`src/source/game_mem_defines.svh`:
```
// game memory parameters
`ifndef GAME_MEM_DEFINES_SVH
`define GAME_MEM_DEFINES_SVH

// rom word address bits, 4k words
`define GM_AW          12

// rom data bus width
`define GM_DW          16

// store read latency in clk96 cycles, sdram-like
`define GM_MEM_LAT     4

// reset synchroniser length
`define GM_RST_STAGES  3

// words in the rom store, must match GM_AW
`define GM_DEPTH       4096

`endif

```
`src/source/game_mem_pkg.sv`:
```
// game memory bus types
`include "game_mem_defines.svh"

package game_mem_pkg;

    // who owns a bus transfer
    typedef enum logic [1:0] {
        ID_NONE = 2'd0,  // nobody, idle bus
        ID_CPU  = 2'd1,
        ID_VID  = 2'd2
    } port_id_e;

    // read request from a slot towards the store
    typedef struct packed {
        logic              valid;
        logic [`GM_AW-1:0] addr;   // word address
        port_id_e          id;     // echoed back in the response
    } rom_req_t;

    // read response, broadcast to every slot
    typedef struct packed {
        logic              valid;  // one cycle strobe
        port_id_e          id;
        logic [`GM_DW-1:0] data;
    } rom_rsp_t;

    typedef enum logic [1:0] {
        ARB_IDLE = 2'd0,  // free, may grant
        ARB_WAIT = 2'd1,  // read in flight
        ARB_LOAD = 2'd2   // loader owns the bus
    } arb_state_e;

    typedef enum logic [1:0] {
        SLOT_IDLE = 2'd0,
        SLOT_REQ  = 2'd1,  // asking the arbiter
        SLOT_WAIT = 2'd2   // granted, data on its way
    } slot_state_e;

endpackage

```
`src/source/rom_arbiter.sv`:
```
// shared rom bus arbiter
`include "game_mem_defines.svh"

module rom_arbiter (
    input  logic                   clk96,
    input  logic                   arst_n,
    input  logic                   rst,
    input  logic                   downloading,   // loader has absolute priority
    input  logic                   dwn_we,
    input  logic [`GM_AW-1:0]      dwn_addr,
    input  logic [`GM_DW-1:0]      dwn_data,
    input  game_mem_pkg::rom_req_t cpu_req,
    input  game_mem_pkg::rom_req_t vid_req,
    input  game_mem_pkg::rom_rsp_t rsp_in,        // only the strobe matters here
    output logic                   cpu_gnt,
    output logic                   vid_gnt,
    output game_mem_pkg::rom_req_t mem_req,
    output logic                   mem_we,
    output logic [`GM_AW-1:0]      mem_waddr,
    output logic [`GM_DW-1:0]      mem_wdata,
    output logic                   flush          // to both slots
);
    import game_mem_pkg::*;

    arb_state_e state;
    arb_state_e state_nxt;
    logic       vid_lost_q;   // video lost the last conflict
    logic       can_grant;
    logic       conflict;
    logic       pick_vid;

    always_comb begin
        can_grant = (state == ARB_IDLE) && !downloading;
        conflict  = cpu_req.valid && vid_req.valid;
        pick_vid  = vid_req.valid && (!cpu_req.valid || vid_lost_q);   // cpu first by default
        cpu_gnt   = can_grant && cpu_req.valid && !pick_vid;
        vid_gnt   = can_grant && pick_vid;
        mem_req       = pick_vid ? vid_req : cpu_req;   // id rides along from the slot
        mem_req.valid = cpu_gnt || vid_gnt;
    end

    // loader writes go straight to the store
    always_comb begin
        mem_we    = downloading && dwn_we;
        mem_waddr = dwn_addr;
        mem_wdata = dwn_data;
        flush     = downloading || (state == ARB_LOAD);   // one extra cycle after the last write
    end

    always_comb begin
        state_nxt = state;
        case (state)
            ARB_IDLE: begin
                if (downloading) begin
                    state_nxt = ARB_LOAD;
                end else if (cpu_gnt || vid_gnt) begin
                    state_nxt = ARB_WAIT;
                end
            end
            ARB_WAIT: begin
                // the read in flight must finish before the loader takes over
                if (rsp_in.valid) state_nxt = downloading ? ARB_LOAD : ARB_IDLE;
            end
            ARB_LOAD: begin
                if (!downloading) state_nxt = ARB_IDLE;
            end
            default: state_nxt = ARB_IDLE;
        endcase
    end

    always_ff @(posedge clk96 or negedge arst_n) begin
        if (!arst_n) begin
            state      <= ARB_IDLE;
            vid_lost_q <= 1'b0;
        end else if (rst) begin
            state      <= ARB_IDLE;
            vid_lost_q <= 1'b0;
        end else begin
            state <= state_nxt;
            if (can_grant && conflict) vid_lost_q <= !pick_vid;   // alternate under contention
        end
    end

endmodule

```
`config.mk`:
```
export PLATFORM = sky130hd
export DESIGN_NAME = rom_arbiter
export DESIGN_NICKNAME = d
export VERILOG_FILES = /design/src/source/game_mem_pkg.sv /design/src/source/rom_arbiter.sv
export VERILOG_INCLUDE_DIRS = /design/src /design/src/source
export SDC_FILE = /design/constraint.sdc
export NUM_CORES = 1
export LEC_CHECK = 0
export BUFFER_PORTS_ARGS = -buffer_cell sky130_fd_sc_hd__clkbuf_2
export CAP_MARGIN = 20
export CORE_MARGIN = 1.5
export CORE_UTILIZATION = 24
export CTS_CLUSTER_DIAMETER = 80
export DETAILED_ROUTE_END_ITERATION = 16
export PLACE_DENSITY = 0.78
export SETUP_SLACK_MARGIN = 0.2
export SYNTH_ARGS = -nofsm -noshare
export SYNTH_HDL_FRONTEND = slang
export SYNTH_SLANG_ARGS = --single-unit
```
`constraint.sdc`:
```
create_clock -name clk96 -period 1.6 [get_ports clk96]
set_clock_uncertainty 0.05 [all_clocks]
set_input_delay 0.16 -clock clk96 [delete_from_list [all_inputs] [get_ports clk96]]
set_output_delay 0.16 -clock clk96 [all_outputs]
set_load 0.05 [all_outputs]
```
After elaboration in Yosys (flattened, before gate mapping)
Index checks and enable logic that the tools add are counted.
- flip-flop bits (word level): 3
- bits of input ports: 82
- output and inout port bits: 47
- word-level logic and storage cells: 34
- equality and inequality tests: 5
- multiplexer cells: 10
- reductions and logical operators: 17
- operator list (kind ; count):
    14-bit 2-to-1 mux ; 1
    2-bit 2-to-1 mux ; 6
    1-bit logical AND ; 8
    3-bit inequality test, second input constant ; 2
    2-bit case mux with 3 select lines ; 1
    4-bit inequality test, second input constant ; 1
    1-bit logical NOT ; 3
    1-bit logical OR ; 3
    3-bit AND reduction ; 1
    2-bit by 1-bit == test with 1-bit output, second input constant ; 1
    2-bit == test, second input constant ; 1
    2-bit logical NOT ; 1
    1-bit 2-to-1 mux ; 2
    2-bit nonzero test ; 1

Depth between registers and ports, before layout
Gate-level depths: netlist of the first run.
- depth in word-level cells: 10
- gate-level depth with buffers: 4
- depth with buffers taken out: 3

Worst setup path before layout of the first run
Ideal clock, no wire load.
- kind: reg2out
- start point: register state[1]
- end point: output port vid_gnt
- data arrival time: 1371 ps
- path slack: 19 ps
- cell stages (with the launch flop): 3
- path buffers: 0
- cell sequence: dfrtp_1 > nor3_2 > nor2b_1
- cells in the longest elaborated chain, start to end: 3
- ends and longest elaborated chain (element ; RTL line ; RTL):
    start: declaration ; rom_arbiter.sv:25 ; arb_state_e state;
    start signal: assignment ; rom_arbiter.sv:79 ; state <= state_nxt;
    2-bit logical NOT ; rom_arbiter.sv:33 ; can_grant = (state == ARB_IDLE) && !downloading;
    1-bit logical AND ; rom_arbiter.sv:33 ;
    1-bit logical AND ; rom_arbiter.sv:37 ; vid_gnt = can_grant && pick_vid;
    end: declaration ; rom_arbiter.sv:16 ; output logic vid_gnt,
No other way between the ends.

==> impl_metrics.env, run 1 <==
export IMPL_clock_sinks=3
export IMPL_drive_gt1_share_pct=85.1
export IMPL_synth_compound_area_share_pct=7.49
export IMPL_crit_type="register to primary output"
export IMPL_stdcell_area_sq_um=1030
export IMPL_hold_violations=0
export IMPL_ys_seq_area_share_pct=12.1
export IMPL_arrival_ns=1.51
export IMPL_die_w_um=53.8
export IMPL_track_usage_pct=10.0
export IMPL_rows=18
export IMPL_end_kind="primary output"
export IMPL_placed_area_sq_um=736
export IMPL_drt_iter0_drc=4
export IMPL_powerDensity_nw_per_um2=635
export IMPL_hold_start="rst"
export IMPL_status="finished with violations"
export IMPL_ios=129
export IMPL_firstDrtPassIters=4
export IMPL_max_slew_worst_pin_slew_ns=0.275
export IMPL_cp_startpoint="vid_lost_q"
export IMPL_antenna_left=0
export IMPL_min_period_over_period_pct=108
export IMPL_clk_latency_ns=0.23
export IMPL_ys_types=20
export IMPL_synth_edf_count=0
export IMPL_h_tree_depth=1
export IMPL_yosys_area_top_type_share_pct=34.0
export IMPL_cts_tree="built"
export IMPL_routed_wl_um=1660
export IMPL_hp_class="input pin to register"
export IMPL_drv_slew=0
export IMPL_path_max_fanout=7
export IMPL_synth_top_family_by_area="buffers and inverters"
export IMPL_slew_headroom_pct=81.7
export IMPL_place_ws_ns=0.0696
export IMPL_wl_per_cell_um=12.7
export IMPL_numCtsBuffers=3
export IMPL_rrSetupSlack_ns=0.30
export IMPL_ir_drop_uv=650
export IMPL_dieArea_sq_um=2890
export IMPL_ys_warn_count=0
export IMPL_leakage_uw=0.000563
export IMPL_fin_crit_ns=1.72
export IMPL_syn_area_sq_um=618
export IMPL_clock_path_buffers=2
export IMPL_num_antenna_cells=0
export IMPL_fmax_mhz=580
export IMPL_path_cells="o21ai_4, clkbuf_16, mux2_4, buf_8"
export IMPL_port_buffers=54
export IMPL_fin_nets=184
export IMPL_netlist_top_cells_count="buf_4, mux2_4, mux2_2"
export IMPL_synth_area_leaders="buf_4, mux2_4, mux2_2"
export IMPL_synth_most_common_cell="buf_4"
export IMPL_grt_setup_unrepaired="true"
export IMPL_fillers=233
export IMPL_antenna_found_initial=0
export IMPL_cts_root_buf="clkbuf_4"
export IMPL_overflow=0
export IMPL_netlist_instances=64
export IMPL_grt_pass1_vias=498
export IMPL_synthSimpleGateAreaFrac_pct=9.11
export IMPL_ys_seq_elements=3
export IMPL_path_clk_slew_ns=0.04
export IMPL_tns_ns=-1.72
export IMPL_drc=0
export IMPL_yosysTopAreaCell="buf_4"
export IMPL_syn2layout_area_growth_pct=66.2
export IMPL_async_reset_ff_share_pct=100
export IMPL_synth_xor_xnor_area_share_pct=0
export IMPL_grt_pass1_wl_um=2130
export IMPL_synth_adder_area_share_pct=0
export IMPL_max_cap_viol_count=0
export IMPL_initial_utilization_pct=25.2
export IMPL_fin_ws_ns=-0.125
export IMPL_via_per_inst=4.24
export IMPL_synthFlopType="dfrtp_1"
export IMPL_coreArea_sq_um=2450
export IMPL_die_y_um=53.8
export IMPL_grt_max_degree=17
export IMPL_whs_ns=0.0802
export IMPL_startpoint_type="register"
export IMPL_rr_startpoint="state[0]"
export IMPL_cpPeakStageDelay_ns=0.40
export IMPL_slowest_stage="dfrtp_1"
export IMPL_avgSynthCellArea_sq_um=9.66
export IMPL_setup_viol=16
export IMPL_violations="setup timing"
export IMPL_final_core_util_pct=41.8
export IMPL_routabilityCongestion=0.720
export IMPL_dpl_hpwl_um=1280
export IMPL_syn_num_nets=146
export IMPL_routed_via_count=556
export IMPL_worst_ep_required_time_ns=1.39
export IMPL_muxShareOfSynthArea_pct=32.2
worst max-delay path, delay by kind of cell (launching register included):
| kind | cells | cell delay (ns) |
|---|---|---|
| compound gates | 1 | 0.22 |
| buf+inv | 2 | 0.34 |
| flops | 1 | 0.40 |
| mux | 1 | 0.31 |
logic make-up after synthesis:
| family | after synthesis |
|---|---|
| buffers and inverters | 32 |
| AO/OA/AOI/OAI | 5 |
| AND/OR/NAND/NOR | 9 |
| multiplexers | 15 |
| flip-flops | 3 |
stage by stage:
stage	cells	power, uW
after floorplan	64	497
after global placement	120	398
after detailed placement	120	402
after CTS	126	605
after global routing	131	692
final	131	652
state kept, by name, summed over array words and instances (netlist names):
register / flops
state: 2
vid_lost_q: 1
power by group:
group	total, uW	internal [uW]	switching [uW]
clock	136	93.7	42.3
combinational	430	211	219
sequential	85.9	80.7	5.23
final cells by class:
type	count	area, sq um	share of cell area [%]
timing repair buffer	62	538	52.4
multi-input combinational	29	339	33.0
tap	30	37.5	3.65
sequential	3	75.1	7.31
inverter	3	11.3	1.10
clock buffer	4	26.3	2.56
cell usage in the layout, fill, tap and decap left out, drive strengths merged:
cell type | Yosys | routed
clkbuf | 0 | 42
buf | 29 | 23
mux2 | 15 | 15
dfrtp | 3 | 3
inv | 3 | 3
nor3 | 2 | 2
nor2b | 2 | 2
o21ai | 1 | 1
and3 | 1 | 1
o21a | 1 | 1
a21o | 1 | 1
and2 | 1 | 1
a21oi | 1 | 1
nor3b | 1 | 1
nor2 | 1 | 1
nand3 | 1 | 1
o21ba | 1 | 1
dlygate4sd3 | 0 | 1
routing by layer:
| layer | wire length (um) | share of wire (%) | vias to the layer above | track usage (%) |
|---|---|---|---|---|
| li1 | - | - | 260 | - |
| met1 | 574 | 35 | 249 | 11.0 |
| met2 | 913 | 55 | 37 | 15.9 |
| met3 | 142 | 8.5 | 10 | 2.78 |
| met4 | 31 | 1.9 | 0 | 8.55 |
| met5 | 0 | 0 | - | 0 |
timing repair:
action                                  CTS  global route
gates cloned                              0             1
hold buffers                              1             0
resized for setup                        33            23
pin swaps                                 1             2
buffers inserted                          1             4
endpoints found under the setup margin   17            18
hold endpoints to repair                  3             0
worst paths after layout:
check,end,cells after the start
setup / recovery,mem_req[9],4
max in group asynchronous,vid_lost_q,2
setup reg to reg,vid_lost_q,4
min in group asynchronous,state[1],2
hold / removal,state[1],2
hold reg to reg,state[1],3
Power figures use the tool's default switching activity.
==> inputs of run 2 (changes only) <==
--- a/config.mk
+++ b/config.mk
@@ -6,13 +6,13 @@
 export SDC_FILE = /design/constraint.sdc
 export NUM_CORES = 1
 export LEC_CHECK = 0
-export BUFFER_PORTS_ARGS = -buffer_cell sky130_fd_sc_hd__clkbuf_2
+export BUFFER_PORTS_ARGS = -buffer_cell sky130_fd_sc_hd__buf_4
 export CAP_MARGIN = 20
 export CORE_MARGIN = 1.5
 export CORE_UTILIZATION = 24
 export CTS_CLUSTER_DIAMETER = 80
 export DETAILED_ROUTE_END_ITERATION = 16
-export PLACE_DENSITY = 0.78
+export PLACE_DENSITY = 0.79
 export SETUP_SLACK_MARGIN = 0.2
 export SYNTH_ARGS = -nofsm -noshare
 export SYNTH_HDL_FRONTEND = slang
==> impl_metrics.env, run 2 (synthesis gave the netlist of run 1 again) <==
export IMPL_status="finished with violations"
export IMPL_violations="setup timing"
export IMPL_routed_wl_um=1710
export IMPL_layout_commonest_cell="buf_4"
export IMPL_clock_sinks=3
export IMPL_dieArea_sq_um=2890
export IMPL_cp_num_buf_inv=2
export IMPL_ir_drop_uv=312
export IMPL_drt_iter0_drc=4
export IMPL_max_slew_worst_pin_slew_ns=0.204
export IMPL_num_antenna_cells=0
export IMPL_largest_reg_flops=2
export IMPL_reg_largest_list="state x2, vid_lost_q x1"
export IMPL_grt_max_degree=17
export IMPL_drv_slew=0
export IMPL_numCtsBuffers=3
export IMPL_fmax_mhz=584
export IMPL_routabilityCongestion=0.631
export IMPL_clock_path_buffers=2
export IMPL_pwr_share_seq_pct=13.7
export IMPL_cts_tree="built"
export IMPL_drive_gt1_share_pct=85.0
export IMPL_clk_latency_ns=0.23
export IMPL_hold_violations=0
export IMPL_end_kind="primary output"
export IMPL_grt_pass1_wl_um=2280
export IMPL_path_max_fanout=8
export IMPL_switching_share_pct=40.2
export IMPL_grt_pass1_vias=529
export IMPL_worst_ep_required_time_ns=1.39
export IMPL_max_cap_viol_count=0
export IMPL_syn2layout_area_growth_pct=67.2
export IMPL_min_period_over_period_pct=107
export IMPL_rows=18
export IMPL_dpl_hpwl_um=1370
export IMPL_clock_power_share_pct=20.8
export IMPL_path_clk_slew_ns=0.04
export IMPL_initial_utilization_pct=25.2
export IMPL_crit_type="register to primary output"
export IMPL_top_register="state"
export IMPL_ios=129
export IMPL_die_w_um=53.8
export IMPL_fin_ws_ns=-0.112
export IMPL_port_buffers=54
export IMPL_fin_crit_ns=1.71
export IMPL_powerDensity_nw_per_um2=611
export IMPL_via_per_inst=4.28
export IMPL_path_cells="o21ai_4, buf_12, mux2_2, buf_6"
export IMPL_die_y_um=53.8
export IMPL_place_ws_ns=0.118
export IMPL_startpoint_type="register"
export IMPL_fin_nets=183
export IMPL_setup_viol=14
export IMPL_switching_power_uw=254
export IMPL_track_usage_pct=10.8
export IMPL_drc=0
export IMPL_firstDrtPassIters=4
export IMPL_wl_per_cell_um=13.2
export IMPL_placed_area_sq_um=856
export IMPL_comb_power_share_pct=65.5
export IMPL_mostFrequentLayoutCells="buf_4, buf_6, mux2_4"
export IMPL_arrival_ns=1.50
export IMPL_intPower_uw=377
export IMPL_cts_root_buf="clkbuf_4"
export IMPL_slowest_stage="dfrtp_1"
export IMPL_cpPeakStageDelay_ns=0.40
export IMPL_path_delay_family="flip-flops"
export IMPL_slew_headroom_pct=86.4
export IMPL_h_tree_depth=1
export IMPL_power_uw=631
export IMPL_grt_setup_unrepaired="true"
export IMPL_hp_class="input pin to register"
export IMPL_antenna_found_initial=0
export IMPL_overflow=0
export IMPL_routed_via_count=557
export IMPL_antenna_left=0
export IMPL_stdcell_area_sq_um=1030
export IMPL_coreArea_sq_um=2450
export IMPL_leakage_uw=0.000538
-- run 2: changes by cell type in the layout (fill, tap and decap cells not counted), moves of 6 or more --
cell / change
buf_4: +36
buf_6: +14
buf_8: -13
clkbuf_2: -37
mux2_2: +6
mux2_4: -6
-- run 2: final cells by class --
| class | instances | area [sq um] |
|---|---|---|
| Multi-Input combinational cell | 29 | 318 |
| Fill cell | 236 | 1420 |
| Sequential cell | 3 | 75.1 |
| Clock buffer | 4 | 26.3 |
| Inverter | 3 | 11.3 |
| Tap cell | 30 | 37.5 |
| Timing Repair Buffer | 61 | 566 |
-- run 2: stage by stage --
step | utilization, % | hold WS, ns | instances | TNS [ns]
floorplan | - | -0.186 | 64 | 0
global placement | 34.9 | -0.0986 | 120 | 0
detailed placement | 34.9 | -0.0964 | 120 | 0
CTS | 39.8 | 0.0552 | 126 | -1.16
global route | 42.1 | 0.0682 | 130 | -2.10
finish | 42.1 | 0.0651 | 130 | -1.40
-- run 2: final timing paths --
check | endpoint | cells after the start | slack (ns) | start
max in group asynchronous | state[1] | 2 | 1.18 | arst_n
min in group asynchronous | vid_lost_q | 2 | 0.23 | arst_n
max reg2reg | vid_lost_q | 4 | 0.29 | state[0]
min | state[1] | 2 | 0.07 | rst
max | mem_req[13] | 4 | -0.11 | vid_lost_q
min reg2reg | state[1] | 3 | 0.63 | state[0]
-- run 2: timing repair --
item / CTS / global route
cloned: 0 / 1
endpoints found under the setup margin: 17 / 17
gates resized for setup: 20 / 2
pin swaps: 1 / 1
hold buffers: 1 / 0
buffers inserted: 1 / 3
endpoints found under the hold margin: 3 / 0
-- run 2: power by group through the flow --
stage | logic [uW] | clock network, uW | registers (uW)
final | 413 | 132 | 86.1
after global routing | 432 | 147 | 86.7
after global placement | 355 | 0 | 85.7
after CTS | 397 | 141 | 86.4
after detailed placement | 359 | 0 | 86.0
after floorplan | 412 | 0 | 85.3
-- run 2: metal layers --
metal,routed length [um],track usage (%),vias up
met5,0,0,-
met4,16,7.26,0
met3,196,4.17,6
met2,972,18.7,33
met1,527,10.5,259
li1,-,-,259
==> inputs of run 3 (changes only) <==
--- a/config.mk
+++ b/config.mk
@@ -6,14 +6,15 @@
 export SDC_FILE = /design/constraint.sdc
 export NUM_CORES = 1
 export LEC_CHECK = 0
+export ABC_AREA = 1
 export BUFFER_PORTS_ARGS = -buffer_cell sky130_fd_sc_hd__buf_4
 export CAP_MARGIN = 20
 export CORE_MARGIN = 1.5
-export CORE_UTILIZATION = 24
+export CORE_UTILIZATION = 25
 export CTS_CLUSTER_DIAMETER = 80
 export DETAILED_ROUTE_END_ITERATION = 16
-export PLACE_DENSITY = 0.79
-export SETUP_SLACK_MARGIN = 0.2
+export PLACE_DENSITY = 0.8
+export SETUP_SLACK_MARGIN = 0.02
 export SYNTH_ARGS = -nofsm -noshare
 export SYNTH_HDL_FRONTEND = slang
 export SYNTH_SLANG_ARGS = --single-unit
==> impl_metrics.env, run 3 <==
export IMPL_status="finished, final reports clean"
export IMPL_rr_endpoint="vid_lost_q"
export IMPL_synthFlopType="dfrtp_1"
export IMPL_startpoint_type="register"
export IMPL_mostFrequentLayoutCells="buf_4, nand2_1, inv_1"
export IMPL_rr_startpoint="vid_lost_q"
export IMPL_cp_num_buf_inv=3
export IMPL_dpl_hpwl_um=1140
export IMPL_top_register="state"
export IMPL_arrival_ns=1.27
export IMPL_ios=129
export IMPL_path_delay_family="buffers and inverters"
export IMPL_slew_headroom_pct=88.6
export IMPL_path_max_fanout=4
export IMPL_clk_latency_ns=0.23
export IMPL_path_clk_slew_ns=0.04
export IMPL_h_tree_depth=1
export IMPL_setup_viol=0
export IMPL_firstDrtPassIters=4
export IMPL_reg_largest_list="state x2, vid_lost_q x1"
export IMPL_wl_per_cell_um=8.45
export IMPL_pwr_share_seq_pct=13.9
export IMPL_syn2layout_area_growth_pct=46.0
export IMPL_ys_types=17
export IMPL_layout_area_seq_sq_um=75.1
export IMPL_clock_path_buffers=2
export IMPL_drt_iter0_drc=9
export IMPL_power_uw=607
export IMPL_fmax_mhz=674
export IMPL_via_per_inst=4.05
export IMPL_multiInputGateArea_sq_um=304
export IMPL_antenna_left=0
export IMPL_cp_startpoint="vid_lost_q"
export IMPL_crit_type="register to primary output"
export IMPL_largest_reg_flops=2
export IMPL_die_y_um=53.7
export IMPL_hold_violations=0
export IMPL_port_buffers=54
export IMPL_switching_power_uw=283
export IMPL_cts_root_buf="clkbuf_4"
export IMPL_powerDensity_nw_per_um2=648
export IMPL_synth_area_leaders="buf_4, nand2_1, dfrtp_1"
export IMPL_slowest_stage="dfrtp_1"
export IMPL_intPower_uw=324
export IMPL_drv_slew=0
export IMPL_cts_tree="built"
export IMPL_ir_drop_uv=487
export IMPL_avgSynthCellArea_sq_um=5.73
export IMPL_routed_via_count=704
export IMPL_comb_power_share_pct=64.2
export IMPL_path_cells="inv_1, nand2_1, nand2_4, buf_4, a21oi_2, buf_4"
export IMPL_rrSetupSlack_ns=0.48
export IMPL_cp_common_cell="buf_4"
export IMPL_initial_utilization_pct=26.1
export IMPL_switching_share_pct=46.7
export IMPL_hp_class="input pin to register"
export IMPL_grt_max_degree=16
export IMPL_overflow=0
export IMPL_drive_gt1_share_pct=46.5
export IMPL_fin_nets=227
export IMPL_synth_most_common_cell="nand2_1"
export IMPL_leakage_uw=0.000573
export IMPL_routed_wl_um=1470
export IMPL_max_slew_worst_pin_slew_ns=0.170
export IMPL_die_w_um=53.7
export IMPL_worstHoldPathCells=4
export IMPL_end_kind="primary output"
export IMPL_netlist_top_cells_count="nand2_1, buf_4, inv_1"
export IMPL_ys_seq_elements=3
export IMPL_async_reset_ff_share_pct=100
export IMPL_clock_sinks=3
export IMPL_rows=18
export IMPL_cpPeakStageDelay_ns=0.31
export IMPL_dieArea_sq_um=2880
export IMPL_hold_end="state[0]"
export IMPL_yosys_area_top_type_share_pct=33.9
export IMPL_ys_warn_count=0
export IMPL_netlist_instances=112
export IMPL_worst_ep_required_time_ns=1.39
export IMPL_fillers=256
export IMPL_max_cap_viol_count=0
export IMPL_grt_pass1_vias=474
export IMPL_drc=0
export IMPL_syn_num_nets=194
export IMPL_routabilityCongestion=0.853
export IMPL_yosysTopAreaCell="buf_4"
export IMPL_synth_edf_count=0
export IMPL_clock_power_share_pct=21.8
export IMPL_grt_pass1_wl_um=1930
export IMPL_grt_setup_unrepaired="false"
export IMPL_min_period_over_period_pct=92.8
export IMPL_numCtsBuffers=3
export IMPL_num_antenna_cells=0
export IMPL_coreArea_sq_um=2450
export IMPL_syn_area_sq_um=642
export IMPL_antenna_found_initial=0
export IMPL_ff2ff_path_depth=8
export IMPL_hold_start="rst"
export IMPL_fin_crit_ns=1.48
export IMPL_ys_seq_area_share_pct=11.7
export IMPL_track_usage_pct=9.28
export IMPL_layout_commonest_cell="buf_4"
export IMPL_tns_ns=0
run 3: final cells by class:
type,count,share of cell area [%]
flip-flops and latches,3,8.01
clock buffers,4,2.80
well taps,30,4.01
inverters,10,4.27
repair buffers,58,48.5
multi-input cells,69,32.4
run 3: metrics by stage:
| step | cell area, sq um | util, % | hold slack [ns] | cells | setup slack [ns] |
|---|---|---|---|---|---|
| after floorplan | 648 | - | -0.186 | 112 | 0.165 |
| after global placement | 862 | 35.1 | -0.100 | 166 | 0.207 |
| after detailed placement | 862 | 35.1 | -0.0996 | 166 | 0.215 |
| after CTS | 933 | 38.0 | 0.140 | 174 | 0.0999 |
| after global routing | 937 | 38.2 | 0.157 | 174 | 0.0234 |
| final | 937 | 38.2 | 0.151 | 174 | 0.116 |
run 3: worst max path at each step:
| stage | cells after the start | slack [ns] | endpoint |
|---|---|---|---|
| final | 6 | 0.12 | mem_req[14] |
| after global routing | 7 | 0.02 | mem_req[5] |
| after CTS | 6 | 0.1 | cpu_gnt |
| after detailed placement | 6 | 0.22 | cpu_gnt |
| after global placement | 6 | 0.21 | cpu_gnt |
| after floorplan | 6 | 0.16 | vid_lost_q |
run 3: repair_timing:
item,in CTS,in global routing
gates resized for setup,0,1
buffers inserted,3,0
pin swaps,1,0
endpoints found under the hold margin,3,0
endpoints found under the setup margin,15,1
hold buffers,1,0
run 3: kinds of logic after synthesis:
logic type | Yosys count | synth area share (%)
and+or+nand+nor | 67 | 44.3
buffers and inverters | 40 | 41.9
DFF | 3 | 11.7
AOI/OAI and AO/OA | 2 | 2.14
run 3: metal layers:
| metal | track usage, % | vias to the layer above | wire length [um] |
|---|---|---|---|
| met3 | 3.89 | 8 | 215 |
| met4 | 8.55 | 0 | 37 |
| li1 | - | 374 | - |
| met1 | 10.7 | 283 | 604 |
| met2 | 12.8 | 39 | 612 |
| met5 | 0 | - | 0 |
run 3: power by group through the flow:
stage	combinational (uW)	clock [uW]	sequential, uW
after global placement	377	0	85.4
after CTS	393	139	84.4
after global routing	420	153	84.6
final	390	133	84.5
after detailed placement	378	0	85.3
after floorplan	425	0	84.7
run 3: worst register-to-register path: cells and delay by family, from the launching register on:
| kind | cells | cell delay [ns] |
|---|---|---|
| flip-flops | 1 | 0.35 |
| AND/OR/NAND/NOR | 5 | 0.34 |
| buffers and inverters | 2 | 0.19 |
| AO/OA/AOI/OAI | 1 | 0.11 |
